### config.mk
export PLATFORM = sky130hd
export DESIGN_NAME = q
export DESIGN_NICKNAME = d
export VERILOG_FILES = /design/src/hdl/pq_pkg.sv /design/src/hdl/pq_dispatch.sv /design/src/hdl/pq_lane.sv /design/src/hdl/pq_drain.sv /design/src/hdl/q.sv
export VERILOG_INCLUDE_DIRS = /design/src /design/src/include
export SDC_FILE = /design/constraint.sdc
export NUM_CORES = 1
export LEC_CHECK = 0
export BUFFER_PORTS_ARGS = -buffer_cell sky130_fd_sc_hd__buf_2
export CAP_MARGIN = 20
export CORE_ASPECT_RATIO = 0.5
export CORE_UTILIZATION = 65
export DETAILED_ROUTE_END_ITERATION = 10
export PLACE_DENSITY = 0.9
export SLEW_MARGIN = 40
export SYNTH_ARGS = -nofsm -noshare
export SYNTH_HDL_FRONTEND = slang
export SYNTH_HIERARCHICAL = 1
export SYNTH_SLANG_ARGS = --single-unit
### constraint.sdc
create_clock -name clk -period 7.1 [get_ports clk]
set_input_delay 0.355 -clock clk [delete_from_list [all_inputs] [get_ports clk]]
set_output_delay 0.355 -clock clk [all_outputs]
set_load 0.01 [all_outputs]
### src/include/pq_macros.svh
/* Packet queue build constants */

`ifndef PQ_MACROS_SVH
`define PQ_MACROS_SVH

// Number of identical packet lanes
// Must be a power of two so the round-robin pointers wrap on their own
`define PQ_LANES 4

// Longest packet in beats, which is also the word storage of one lane
// A power of two keeps the lane address a plain slice of the count
`define PQ_DEPTH 8

// Width of one data word on ingress, inside the lanes and on egress
`define PQ_DATA_W 32

`endif

### src/hdl/pq_pkg.sv
/* Packet queue types */

`default_nettype none

`include "pq_macros.svh"

package pq_pkg;

  // Selects one lane
  // Used by the write pointer in the dispatcher and the read pointer in the drainer
  typedef logic [$clog2(`PQ_LANES)-1:0] lane_idx_t;

  // Holds a beat count from 0 up to and including PQ_DEPTH
  // One bit wider than a lane address so a full lane is still representable
  typedef logic [$clog2(`PQ_DEPTH):0] beat_cnt_t;

  // Life cycle of one lane
  // FREE takes a new packet, FILLING is part way through a write,
  // READY holds a whole packet, DRAINING is part way through a read
  typedef enum logic [1:0] {
    FREE     = 2'd0,
    FILLING  = 2'd1,
    READY    = 2'd2,
    DRAINING = 2'd3
  } lane_state_e;

endpackage : pq_pkg

`default_nettype wire

### src/hdl/pq_dispatch.sv
/* Ingress packet dispatcher */

`timescale 1ns/10ps
`default_nettype none

`include "pq_macros.svh"

module pq_dispatch (
    input  wire logic                        i_ingress_vld
  , input  wire logic                        i_ingress_sop
  , input  wire logic                        i_ingress_eop
  , input  wire logic [`PQ_DATA_W-1:0]       i_ingress_dat
  , input  wire pq_pkg::lane_state_e         i_lane_state [`PQ_LANES]
  , output logic      [`PQ_LANES-1:0]        o_wr_en
  , output logic      [`PQ_LANES-1:0]        o_wr_first
  , output logic      [`PQ_LANES-1:0]        o_wr_commit
  , output logic      [`PQ_LANES-1:0]        o_wr_abort
  , output logic      [`PQ_DATA_W-1:0]       o_wr_dat
  , output logic                             o_drop_r
  , input  wire logic                        clk
  , input  wire logic                        i_rst_n
);

  // Lane that takes the next accepted packet
  pq_pkg::lane_idx_t wr_ptr_r;
  // Beats already written for the open packet
  pq_pkg::beat_cnt_t cnt_r;
  // The open packet is being kept rather than discarded
  logic              accept_r;
  // A packet has started and its eop has not yet been seen
  logic              in_pkt_r;

  logic              start;
  logic              start_ok;
  logic              cur_acc;
  logic              over;
  logic              wr;

  always_comb begin
    start    = i_ingress_vld && i_ingress_sop;
    // A packet is only kept if its whole lane is free at the sop beat
    start_ok = start && (i_lane_state[wr_ptr_r] == pq_pkg::FREE);
    cur_acc  = start ? start_ok : accept_r;
    // The lane is already full, so this beat pushes the packet past PQ_DEPTH
    over     = i_ingress_vld && !start && accept_r
               && (cnt_r == pq_pkg::beat_cnt_t'(`PQ_DEPTH));
    wr       = i_ingress_vld && cur_acc && !over;
  end

  // Strobes go only to the lane at the write pointer
  always_comb begin
    o_wr_en               = '0;
    o_wr_first            = '0;
    o_wr_commit           = '0;
    o_wr_abort            = '0;
    o_wr_en[wr_ptr_r]     = wr;
    o_wr_first[wr_ptr_r]  = wr && i_ingress_sop;
    o_wr_commit[wr_ptr_r] = wr && i_ingress_eop;
    o_wr_abort[wr_ptr_r]  = over;
  end

  // Write data is broadcast and the enables pick the lane
  assign o_wr_dat = i_ingress_dat;

  always_ff @(posedge clk or negedge i_rst_n) begin
    if (!i_rst_n) begin
      wr_ptr_r <= '0;
      cnt_r    <= '0;
      accept_r <= 1'b0;
      in_pkt_r <= 1'b0;
      o_drop_r <= 1'b0;
    end else begin
      // One pulse per dropped packet that is either refused at sop or cut as oversize
      o_drop_r <= (start && !start_ok) || over;
      if (i_ingress_vld) begin
        in_pkt_r <= !i_ingress_eop;
        // After an abort the rest of the packet is swallowed up to its eop
        accept_r <= cur_acc && !over && !i_ingress_eop;
      end
      if (wr) begin
        cnt_r <= start ? pq_pkg::beat_cnt_t'(1) : cnt_r + 1'b1;
      end
      // Only a committed packet moves on, so an aborted lane is reused next
      if (wr && i_ingress_eop) begin
        wr_ptr_r <= wr_ptr_r + 1'b1;
      end
    end
  end

  // The source may not open a packet inside an open one
  a_sop_in_pkt : assert property (@(posedge clk) disable iff (!i_rst_n)
    (i_ingress_vld && i_ingress_sop) |-> !in_pkt_r);

endmodule : pq_dispatch

`default_nettype wire

### src/hdl/pq_lane.sv
/* Single packet lane */

`timescale 1ns/10ps
`default_nettype none

`include "pq_macros.svh"

module pq_lane (
    input  wire logic                        i_wr_en
  , input  wire logic                        i_wr_first
  , input  wire logic                        i_wr_commit
  , input  wire logic                        i_wr_abort
  , input  wire logic [`PQ_DATA_W-1:0]       i_wr_dat
  , input  wire logic                        i_rd
  , output pq_pkg::lane_state_e              o_state
  , output logic      [`PQ_DATA_W-1:0]       o_rd_dat
  , output logic                             o_rd_last
  , input  wire logic                        clk
  , input  wire logic                        i_rst_n
);

  localparam int ADDR_W = $clog2(`PQ_DEPTH);

  // Word store for one whole packet
  logic [`PQ_DATA_W-1:0] mem [`PQ_DEPTH];
  // Number of words held, which is the packet length once READY
  pq_pkg::beat_cnt_t     wr_cnt_r;
  // Beats already sent out from this lane
  pq_pkg::beat_cnt_t     rd_ptr_r;
  pq_pkg::lane_state_e   state_r;
  logic [ADDR_W-1:0]     wr_addr;

  // The first beat always lands in word 0 whatever was left from before
  assign wr_addr = i_wr_first ? '0 : wr_cnt_r[ADDR_W-1:0];

  always_ff @(posedge clk) begin
    if (i_wr_en) begin
      mem[wr_addr] <= i_wr_dat;
    end
  end

  always_ff @(posedge clk or negedge i_rst_n) begin
    if (!i_rst_n) begin
      wr_cnt_r <= '0;
      rd_ptr_r <= '0;
      state_r  <= pq_pkg::FREE;
    end else begin
      if (i_wr_en) begin
        wr_cnt_r <= i_wr_first ? pq_pkg::beat_cnt_t'(1) : wr_cnt_r + 1'b1;
      end
      // Rewind on the last read so the next packet starts at word 0
      if (i_rd) begin
        rd_ptr_r <= o_rd_last ? '0 : rd_ptr_r + 1'b1;
      end
      case (state_r)
        pq_pkg::FREE: begin
          // A one-beat packet goes straight to READY
          if (i_wr_en && i_wr_first) begin
            state_r <= i_wr_commit ? pq_pkg::READY : pq_pkg::FILLING;
          end
        end
        pq_pkg::FILLING: begin
          if (i_wr_abort) begin
            state_r <= pq_pkg::FREE;
          end else if (i_wr_en && i_wr_commit) begin
            state_r <= pq_pkg::READY;
          end
        end
        pq_pkg::READY: begin
          if (i_rd) begin
            state_r <= o_rd_last ? pq_pkg::FREE : pq_pkg::DRAINING;
          end
        end
        default: begin
          if (i_rd && o_rd_last) begin
            state_r <= pq_pkg::FREE;
          end
        end
      endcase
    end
  end

  assign o_state   = state_r;
  assign o_rd_dat  = mem[rd_ptr_r[ADDR_W-1:0]];
  // The read pointer has reached the final stored word
  assign o_rd_last = (rd_ptr_r + 1'b1) == wr_cnt_r;

  // Dispatcher only writes or aborts a lane that is free or being filled
  a_wr_state : assert property (@(posedge clk) disable iff (!i_rst_n)
    (i_wr_en || i_wr_abort)
      |-> (state_r == pq_pkg::FREE || state_r == pq_pkg::FILLING));

  // A free lane is always opened by the sop beat of a packet
  a_wr_open : assert property (@(posedge clk) disable iff (!i_rst_n)
    (i_wr_en && state_r == pq_pkg::FREE) |-> i_wr_first);

  // Drainer only reads a lane that holds a complete packet
  a_rd_state : assert property (@(posedge clk) disable iff (!i_rst_n)
    i_rd |-> (state_r == pq_pkg::READY || state_r == pq_pkg::DRAINING));

endmodule : pq_lane

`default_nettype wire

### src/hdl/pq_drain.sv
/* Egress lane drainer */

`timescale 1ns/10ps
`default_nettype none

`include "pq_macros.svh"

module pq_drain (
    input  wire logic                        i_egress_stall
  , input  wire pq_pkg::lane_state_e         i_lane_state [`PQ_LANES]
  , input  wire logic [`PQ_DATA_W-1:0]       i_rd_dat [`PQ_LANES]
  , input  wire logic [`PQ_LANES-1:0]        i_rd_last
  , output logic      [`PQ_LANES-1:0]        o_rd
  , output logic                             o_egress_vld_r
  , output logic                             o_egress_sop_r
  , output logic                             o_egress_eop_r
  , output logic      [`PQ_DATA_W-1:0]       o_egress_dat_r
  , output logic                             o_busy_r
  , input  wire logic                        clk
  , input  wire logic                        i_rst_n
);

  // Follows the dispatcher's lane order, which keeps packets in arrival order
  pq_pkg::lane_idx_t rd_ptr_r;
  // A packet is being read out of the lane at the read pointer
  logic              active_r;
  logic              any_held;
  logic              first;
  logic              last;

  // One read strobe per cycle while a packet is in flight
  always_comb begin
    o_rd           = '0;
    o_rd[rd_ptr_r] = active_r;
  end

  // The lane is still READY only until its first beat is read
  assign first = i_lane_state[rd_ptr_r] == pq_pkg::READY;
  assign last  = i_rd_last[rd_ptr_r];

  always_comb begin
    any_held = 1'b0;
    for (int i = 0; i < `PQ_LANES; i++) begin
      if (i_lane_state[i] != pq_pkg::FREE) begin
        any_held = 1'b1;
      end
    end
  end

  always_ff @(posedge clk or negedge i_rst_n) begin
    if (!i_rst_n) begin
      rd_ptr_r       <= '0;
      active_r       <= 1'b0;
      o_egress_vld_r <= 1'b0;
      o_egress_sop_r <= 1'b0;
      o_egress_eop_r <= 1'b0;
      o_egress_dat_r <= '0;
      o_busy_r       <= 1'b0;
    end else begin
      o_egress_vld_r <= active_r;
      o_egress_sop_r <= active_r && first;
      o_egress_eop_r <= active_r && last;
      o_busy_r       <= any_held;
      if (active_r) begin
        o_egress_dat_r <= i_rd_dat[rd_ptr_r];
      end
      if (!active_r) begin
        // Stall is only looked at here, between packets
        if (first && !i_egress_stall) begin
          active_r <= 1'b1;
        end
      end else if (last) begin
        active_r <= 1'b0;
        rd_ptr_r <= rd_ptr_r + 1'b1;
      end
    end
  end

  // A packet leaves as an unbroken run of beats from sop to eop
  a_egress_run : assert property (@(posedge clk) disable iff (!i_rst_n)
    (o_egress_vld_r && !o_egress_eop_r) |=> (o_egress_vld_r && !o_egress_sop_r));

endmodule : pq_drain

`default_nettype wire

### src/hdl/q.sv
/* Store-and-forward packet queue */

`timescale 1ns/10ps
`default_nettype none

`include "pq_macros.svh"

module q (
    input  wire logic                        i_ingress_vld
  , input  wire logic                        i_ingress_sop
  , input  wire logic                        i_ingress_eop
  , input  wire logic [`PQ_DATA_W-1:0]       i_ingress_dat
  , input  wire logic                        i_egress_stall
  , output wire logic                        o_egress_vld_r
  , output wire logic                        o_egress_sop_r
  , output wire logic                        o_egress_eop_r
  , output wire logic [`PQ_DATA_W-1:0]       o_egress_dat_r
  , output wire logic                        o_drop_r
  , output wire logic                        o_busy_r
  , input  wire logic                        clk
  , input  wire logic                        i_rst_n
);

  // Write side strobes, one bit per lane
  logic [`PQ_LANES-1:0]  wr_en;
  logic [`PQ_LANES-1:0]  wr_first;
  logic [`PQ_LANES-1:0]  wr_commit;
  logic [`PQ_LANES-1:0]  wr_abort;
  logic [`PQ_DATA_W-1:0] wr_dat;

  // Lane status seen by both the dispatcher and the drainer
  pq_pkg::lane_state_e   lane_state [`PQ_LANES];

  // Read side
  logic [`PQ_LANES-1:0]  rd;
  logic [`PQ_DATA_W-1:0] rd_dat [`PQ_LANES];
  logic [`PQ_LANES-1:0]  rd_last;

  pq_dispatch u_dispatch (
      .i_ingress_vld  (i_ingress_vld)
    , .i_ingress_sop  (i_ingress_sop)
    , .i_ingress_eop  (i_ingress_eop)
    , .i_ingress_dat  (i_ingress_dat)
    , .i_lane_state   (lane_state)
    , .o_wr_en        (wr_en)
    , .o_wr_first     (wr_first)
    , .o_wr_commit    (wr_commit)
    , .o_wr_abort     (wr_abort)
    , .o_wr_dat       (wr_dat)
    , .o_drop_r       (o_drop_r)
    , .clk            (clk)
    , .i_rst_n        (i_rst_n)
  );

  for (genvar g = 0; g < `PQ_LANES; g++) begin : g_lane
    pq_lane u_lane (
        .i_wr_en      (wr_en[g])
      , .i_wr_first   (wr_first[g])
      , .i_wr_commit  (wr_commit[g])
      , .i_wr_abort   (wr_abort[g])
      , .i_wr_dat     (wr_dat)
      , .i_rd         (rd[g])
      , .o_state      (lane_state[g])
      , .o_rd_dat     (rd_dat[g])
      , .o_rd_last    (rd_last[g])
      , .clk          (clk)
      , .i_rst_n      (i_rst_n)
    );
  end

  pq_drain u_drain (
      .i_egress_stall (i_egress_stall)
    , .i_lane_state   (lane_state)
    , .i_rd_dat       (rd_dat)
    , .i_rd_last      (rd_last)
    , .o_rd           (rd)
    , .o_egress_vld_r (o_egress_vld_r)
    , .o_egress_sop_r (o_egress_sop_r)
    , .o_egress_eop_r (o_egress_eop_r)
    , .o_egress_dat_r (o_egress_dat_r)
    , .o_busy_r       (o_busy_r)
    , .clk            (clk)
    , .i_rst_n        (i_rst_n)
  );

endmodule : q

`default_nettype wire

==> results.toml, run 1 <==
[setup_path]
r2r_slack_ns = 2.77
cp-end-kind = "flop"
r2r_start = "u_dispatch/cnt_r[0]"
ff2ff_path_depth = 10
critPathMaxFanout = 32
start_kind = "flop"
crit_arrival_ns = 4.61
r2r-end = "g_lane[3].u_lane/mem[4][14]"
critPathRequiredTime_ns = 7.39
crit_type = "reg2reg"

[grt]
grt_antenna_before_repair = 4
grt_pass1_vias = 25123
grt_pass1_wl_um = 187300
grt_max_degree = 53
grt_overflow = 0
grtUsageTotal_pct = 39.11

[finish]
final_area_um2 = 49110
syn_to_final_growth_pct = 10.03
final_net_count = 2188
drive_above_1_share_pct = 34.98
multi_input_area_um2 = 10910
register_area_um2 = 32970
final_cells = 3106
fillers = 3250

[sta]
worstMarginPinSlew_ns = 0.9446
rsz0062_at_grt = "no"
finalHoldViolCount = 0
relSlewSlack_pct = 37.03
final_max_slew_viol_count = 0
min_period_over_period_pct = 60.92
skew_ns = 0.03383
worst_slack_ns = 2.774
whs_ns = 0.05112
period_needed_ns = 4.326
finalSetupTns_ns = 0
finalSetupViolCount = 0
max_freq_mhz = 231.2

[hold_path]
hold_end = "u_dispatch/cnt_r[0]"
hp-class = "in2reg"
hold_path_depth = 3
hp-start = "i_ingress_sop"

[drt]
drt_iter0_markers = 5406
drc = 0
routedWlPerCell_um = 42.87
drtAntennaViolNets = 0
drtPass1Iterations = 6
wl_um = 133200
vias_per_cell = 7.976
vias = 24772

[floorplan]
fp.dieW_um = 372.6
num_rows = 67
die_y_um = 187.3
boundaryPins = 75
start_util_pct = 66.22
die-area_um2 = 69780
coreArea_um2 = 67400

[flow_run]
drv_cap = 0

[synthesis]
yosysWarnings = 6
synth.avg_cell_area_um2 = 21.75
async_flop_share_pct = 7.831
netlist_area_um2 = 44630
synth_edf_count = 1024
netlist_instances = 2052
ys_ff_latch = 1111
synth_cell_types = 65
synth_fp_nets = 2108
ys.flop_type = "edfxtp_1"
seq_area_frac_synth_pct = 73.77

[placed_design]
dpl.hpwl_um = 58770
pre_cts_ws_ns = 3.422
port_buffers = 74
place_inst = 2934
gp_congestion = 0.7871
place_area_um2 = 45850

[clock_network]
htreeDepth = 3
cts.sinks = 1111
cts_root_buf = "clkbuf_16"
clkTransAtPathRegs_ns = 0.06
cts_tree = "done"
post_cts_resized = 0
clk_latency_ns = 0.69
cts_buffer_depth = 3
cts_buffers = 90

[power]
ir_drop_uv = 190.0
p_sw_share_pct = 20.50
combPwrFrac_pct = 1.0
internal_power_mw = 10.27
p_clk_share_pct = 43.8
switching_power_mw = 2.648
seqPwrFrac_pct = 55.3
leakage_nw = 15.51
powerDensity_nw_per_um2 = 263.0

[status]
status = "complete, no violations"
## kinds of logic after synthesis
kind of cell             Yosys count  share of synthesized area [%]
XOR/XNOR                          28                         0.6447
AND/OR/NAND/NOR                  186                          2.145
buffers and inverters            162                          2.254
adder cells (fa/ha/maj)           18                         0.5046
multiplexers                     458                          19.39
flip-flops                      1111                          73.77
AO/OA/AOI/OAI                     89                          1.292
## layout make-up
cell class                      instances  share of cell area (%)
Antenna cell                            2                 0.01019
Inverter                               25                  0.1911
Sequential cell                      1111                   67.13
Tap cell                              897                   2.285
Clock inverter                         52                   1.539
Timing Repair Buffer                  125                   1.638
Multi-Input combinational cell        779                   22.22
Clock buffer                          115                   4.986
## cells in the final DEF (no fill, tap or decap), types with 6 or more instances in the layout
master / count
dfrtp_4: 8
nor2_1: 27
nor3_1: 17
inv_1: 24
mux4_2: 286
a31oi_1: 9
bufinv_16: 18
dfrtp_2: 7
clkinv_2: 13
nand2b_1: 12
a21oi_1: 22
clkbuf_8: 6
buf_2: 73
buf_4: 43
nand4_1: 9
mux2_2: 107
nand3b_1: 7
clkbuf_1: 17
clkbuf_16: 92
nor2_4: 22
and3_1: 6
xor2_1: 11
clkinv_1: 12
edfxtp_1: 1024
nand2_1: 34
ha_1: 18
mux2_4: 55
nand3_1: 10
dfrtp_1: 72
nor2b_1: 9
xnor2_1: 14
o21ai_0: 27
nor3_2: 8
and2_1: 7
## state kept, by name (all words and copies together) (netlist names)
name                    count
g_lane.u_lane/mem        1024
g_lane.u_lane/o_state       8
g_lane.u_lane/rd_ptr_r     16
g_lane.u_lane/wr_cnt_r     16
u_dispatch/accept_r         1
u_dispatch/cnt_r            4
u_dispatch/o_drop_r         1
u_dispatch/wr_ptr_r         2
u_drain/active_r            1
u_drain/o_busy_r            1
u_drain/o_egress_dat_r     32
u_drain/o_egress_eop_r      1
u_drain/o_egress_sop_r      1
u_drain/o_egress_vld_r      1
u_drain/rd_ptr_r            2
## layer usage
metal  routed length [um]  global-route usage, %  vias up
li1                     -                      -     8591
met1                40860                  51.63    12294
met2                60800                  58.55     3081
met3                21890                  12.36      802
met4                 9588                  22.01        4
met5                   27                      0        -
## through the flow
| step | power [mW] | util [%] |
|---|---|---|
| 6_report | 12.92 | 72.86 |
| 5_1_grt | 13.12 | 72.86 |
| 4_1_cts | 12.88 | 72.81 |
| 3_5_place_dp | 7.396 | 68.03 |
| 3_3_place_gp | 7.383 | 67.98 |
| 2_1_floorplan | 7.349 | - |
## worst max path at each step
stage	endpoint	slack, ns	startpoint	depth (start not counted)
6_report	g_lane[3].u_lane/mem[4][14]	2.77	u_dispatch/cnt_r[0]	10
5_1_grt	g_lane[1].u_lane/mem[2][12]	2.85	u_dispatch/cnt_r[0]	11
4_1_cts	g_lane[3].u_lane/mem[4][13]	3.02	u_dispatch/cnt_r[0]	10
3_5_place_dp	g_lane[3].u_lane/mem[4][9]	3.42	u_dispatch/cnt_r[0]	10
3_3_place_gp	u_drain/rd_ptr_r[1]	3.52	g_lane[3].u_lane/rd_ptr_r[0]	7
2_1_floorplan	g_lane[1].u_lane/mem[2][0]	2.52	u_dispatch/cnt_r[0]	10
## synth_stat cells (all sizes together), types with 12 or more instances
master	count	share of area, %
a21oi	23	0.26
buf	105	1.8
clkbuf	32	0.27
dfrtp	87	4.9
edfxtp	1024	69
ha	18	0.50
inv	25	0.21
mux2	162	4.5
mux4	291	15
nand2	34	0.29
nand2b	12	0.17
nor2	50	0.43
nor3	25	0.29
o21ai	27	0.30
xnor2	14	0.27
## repair_timing
action	4_1_cts	5_1_grt
setup buffers	0	0
endpoints found under the hold margin	36	0
hold buffers	2	0
## critical path, stage by stage (launching register included)
cell	delay (ns)
dfrtp_1	0.41
inv_1	0.10
ha_1	0.23
and3b_2	0.25
nor2_2	0.32
a31oi_4	0.12
nor2_1	0.69
nor2b_1	0.42
nand2_1	0.37
nor3_2	0.27
buf_4	0.71
## power groups by stage
stage	logic, mW	registers, mW	clock network, mW
6_report	0.125	7.14	5.65
5_1_grt	0.128	7.14	5.85
3_3_place_gp	0.0989	7.28	0
2_1_floorplan	0.0664	7.28	0
3_5_place_dp	0.112	7.28	0
4_1_cts	0.118	7.14	5.63
(Power assumes the default switching activity.)
==> inputs of run 2 (changes only) <==
- CORE_UTILIZATION: 65 -> 63
- PLACE_DENSITY: 0.9 -> 0.88
- clock period: 7.1 -> 4.4 ns (I/O delays scaled with it)
==> run 2 against run 1 <==
- worst setup slack worse by 2.4 ns
- final cell count is 2.5% higher
- global-route usage is 4.1 points lower
- non-clock buffer count grew 25
- clock skew is 0.010 ns lower
- register-to-register slack got worse by 2.4 ns
- via count is 4.9% lower
- wire length shrank 7.3%
- first-iteration DRC count down 25%
- largest power group unchanged
- highest routed layer unchanged
==> results.toml, run 2 (synthesis gave the netlist of run 1 again) <==
[clock_network]
cts_hold_buf = 7
cts_buffers = 91
htreeDepth = 3
cts.sinks = 1111
cts_root_buf = "clkbuf_16"
clkTransAtPathRegs_ns = 0.07
clk_latency_ns = 0.67
cts_buffer_depth = 3
cts_tree = "done"
post_cts_resized = 0
cts_setup_buffers = 0

[grt]
grtUsageTotal_pct = 35.02
grt_pass1_vias = 23490
grt_overflow = 0
grt_antenna_before_repair = 6
grt_max_degree = 57
grt_pass1_wl_um = 174500

[drt]
vias_per_cell = 7.400
drtPass1Iterations = 8
vias = 23554
drtAntennaViolNets = 0
drc = 0
wl_um = 123400
drt_iter0_markers = 4042
routedWlPerCell_um = 38.77

[finish]
layout_commonest_cell = "edfxtp_1"
syn_to_final_growth_pct = 10.54
top_regs = "g_lane.u_lane/mem (1024), u_drain/o_egress_dat_r (32)"
largest_reg_flops = 1024
final_net_count = 2214
register_area_um2 = 32970
drive_above_1_share_pct = 35.23
multi_input_area_um2 = 10950
fillers = 3551
largest-register = "g_lane.u_lane/mem"
final_cell_mix = "edfxtp_1, mux4_2, mux2_2, clkbuf_16, buf_2"

[setup_path]
ff2ff_path_depth = 11
crit_arrival_ns = 4.27
start_kind = "flop"
crit_type = "reg2reg"
cp-end-kind = "flop"
critPathRequiredTime_ns = 4.68
critPathMaxFanout = 32

[sta]
worst_slack_ns = 0.4072
skew_ns = 0.02372
finalSetupTns_ns = 0
period_needed_ns = 3.993
relSlewSlack_pct = 38.92
finalSetupViolCount = 0
max_freq_mhz = 250.5
min_period_over_period_pct = 90.75
final_max_slew_viol_count = 0
finalHoldViolCount = 0
worstMarginPinSlew_ns = 0.9162
rsz0062_at_grt = "no"

[power]
ir_drop_uv = 313.0
power_mw = 20.22
p_clk_share_pct = 41.8
switching_power_mw = 4.202
powerDensity_nw_per_um2 = 409.8
combPwrFrac_pct = 1.2
p_sw_share_pct = 20.78
internal_power_mw = 16.02
leakage_nw = 15.56
seqPwrFrac_pct = 57.0

[placed_design]
pre_cts_ws_ns = 0.8225
gp_congestion = 0.8300
port_buffers = 74
dpl.hpwl_um = 66500

[floorplan]
die_y_um = 190.2
start_util_pct = 64.21
coreArea_um2 = 69510
fp.dieW_um = 378.4
num_rows = 68
die-area_um2 = 71980
boundaryPins = 75

[status]
status = "complete, no violations"

[hold_path]
hp-class = "in2async"

[flow_run]
drv_cap = 0
==> run 2: path summary, 6_finish.rpt <==
kind,startpoint,end,slack [ns]
worst max-delay path,u_dispatch/cnt_r[0],g_lane[1].u_lane/mem[6][19],0.41
worst min-delay path,i_rst_n,g_lane[1].u_lane/wr_cnt_r[3],0.05
worst max register to register,u_dispatch/cnt_r[0],g_lane[1].u_lane/mem[6][19],0.41
worst min register to register,u_drain/o_egress_dat_r[17],u_drain/o_egress_dat_r[17],0.53
max in group asynchronous,i_rst_n,g_lane[1].u_lane/rd_ptr_r[0],3.37
min in group clk,i_ingress_dat[5],g_lane[2].u_lane/mem[3][5],0.10
==> run 2: critical path, stage by stage (launching register included) <==
cell     delay, ns
dfrtp_1       0.42
inv_1         0.08
ha_1          0.21
and3b_2       0.24
nor2_2        0.31
a31oi_4       0.13
nor2_1        0.43
inv_1         0.25
nor2_1        0.35
nand2_1       0.38
nor2_4        0.23
buf_4         0.52
==> run 2: metrics by stage <==
step / instance area, um^2 / hold WS [ns] / util (%) / cells
after floorplan: 44650 / -0.07559 / - / 2052
after global routing: 49330 / 0.07175 / 70.97 / 3182
after global placement: 46140 / 0.3681 / 66.38 / 2997
after detailed placement: 46220 / 0.1875 / 66.50 / 3000
final: 49340 / 0.04701 / 70.98 / 3183
after CTS: 49270 / 0.04990 / 70.87 / 3179
==> run 2: routing by layer <==
metal	vias up	track usage (%)	wire length (um)
li1	8658	-	-
met3	501	8.902	17760
met2	2426	54.62	57890
met5	-	0	42
met4	6	16.77	7329
met1	11963	47.10	40390
==> run 2: power by group through the flow <==
stage	Clock, mW	Sequential, mW	Combinational, mW
global route	8.80	11.5	0.241
floorplan	0	11.8	0.107
detailed placement	0	11.8	0.218
CTS	8.44	11.5	0.229
global placement	0	11.8	0.194
finish	8.46	11.5	0.239
==> run 2: layout make-up <==
cell class | instances | area share (%)
multi-input combinational | 779 | 22.20
clock buffer | 120 | 5.006
sequential | 1111 | 66.82
timing repair buffer | 150 | 2.361
clock inverter | 52 | 1.022
tap | 945 | 2.397
inverter | 25 | 0.1902
antenna | 1 | 0.005072
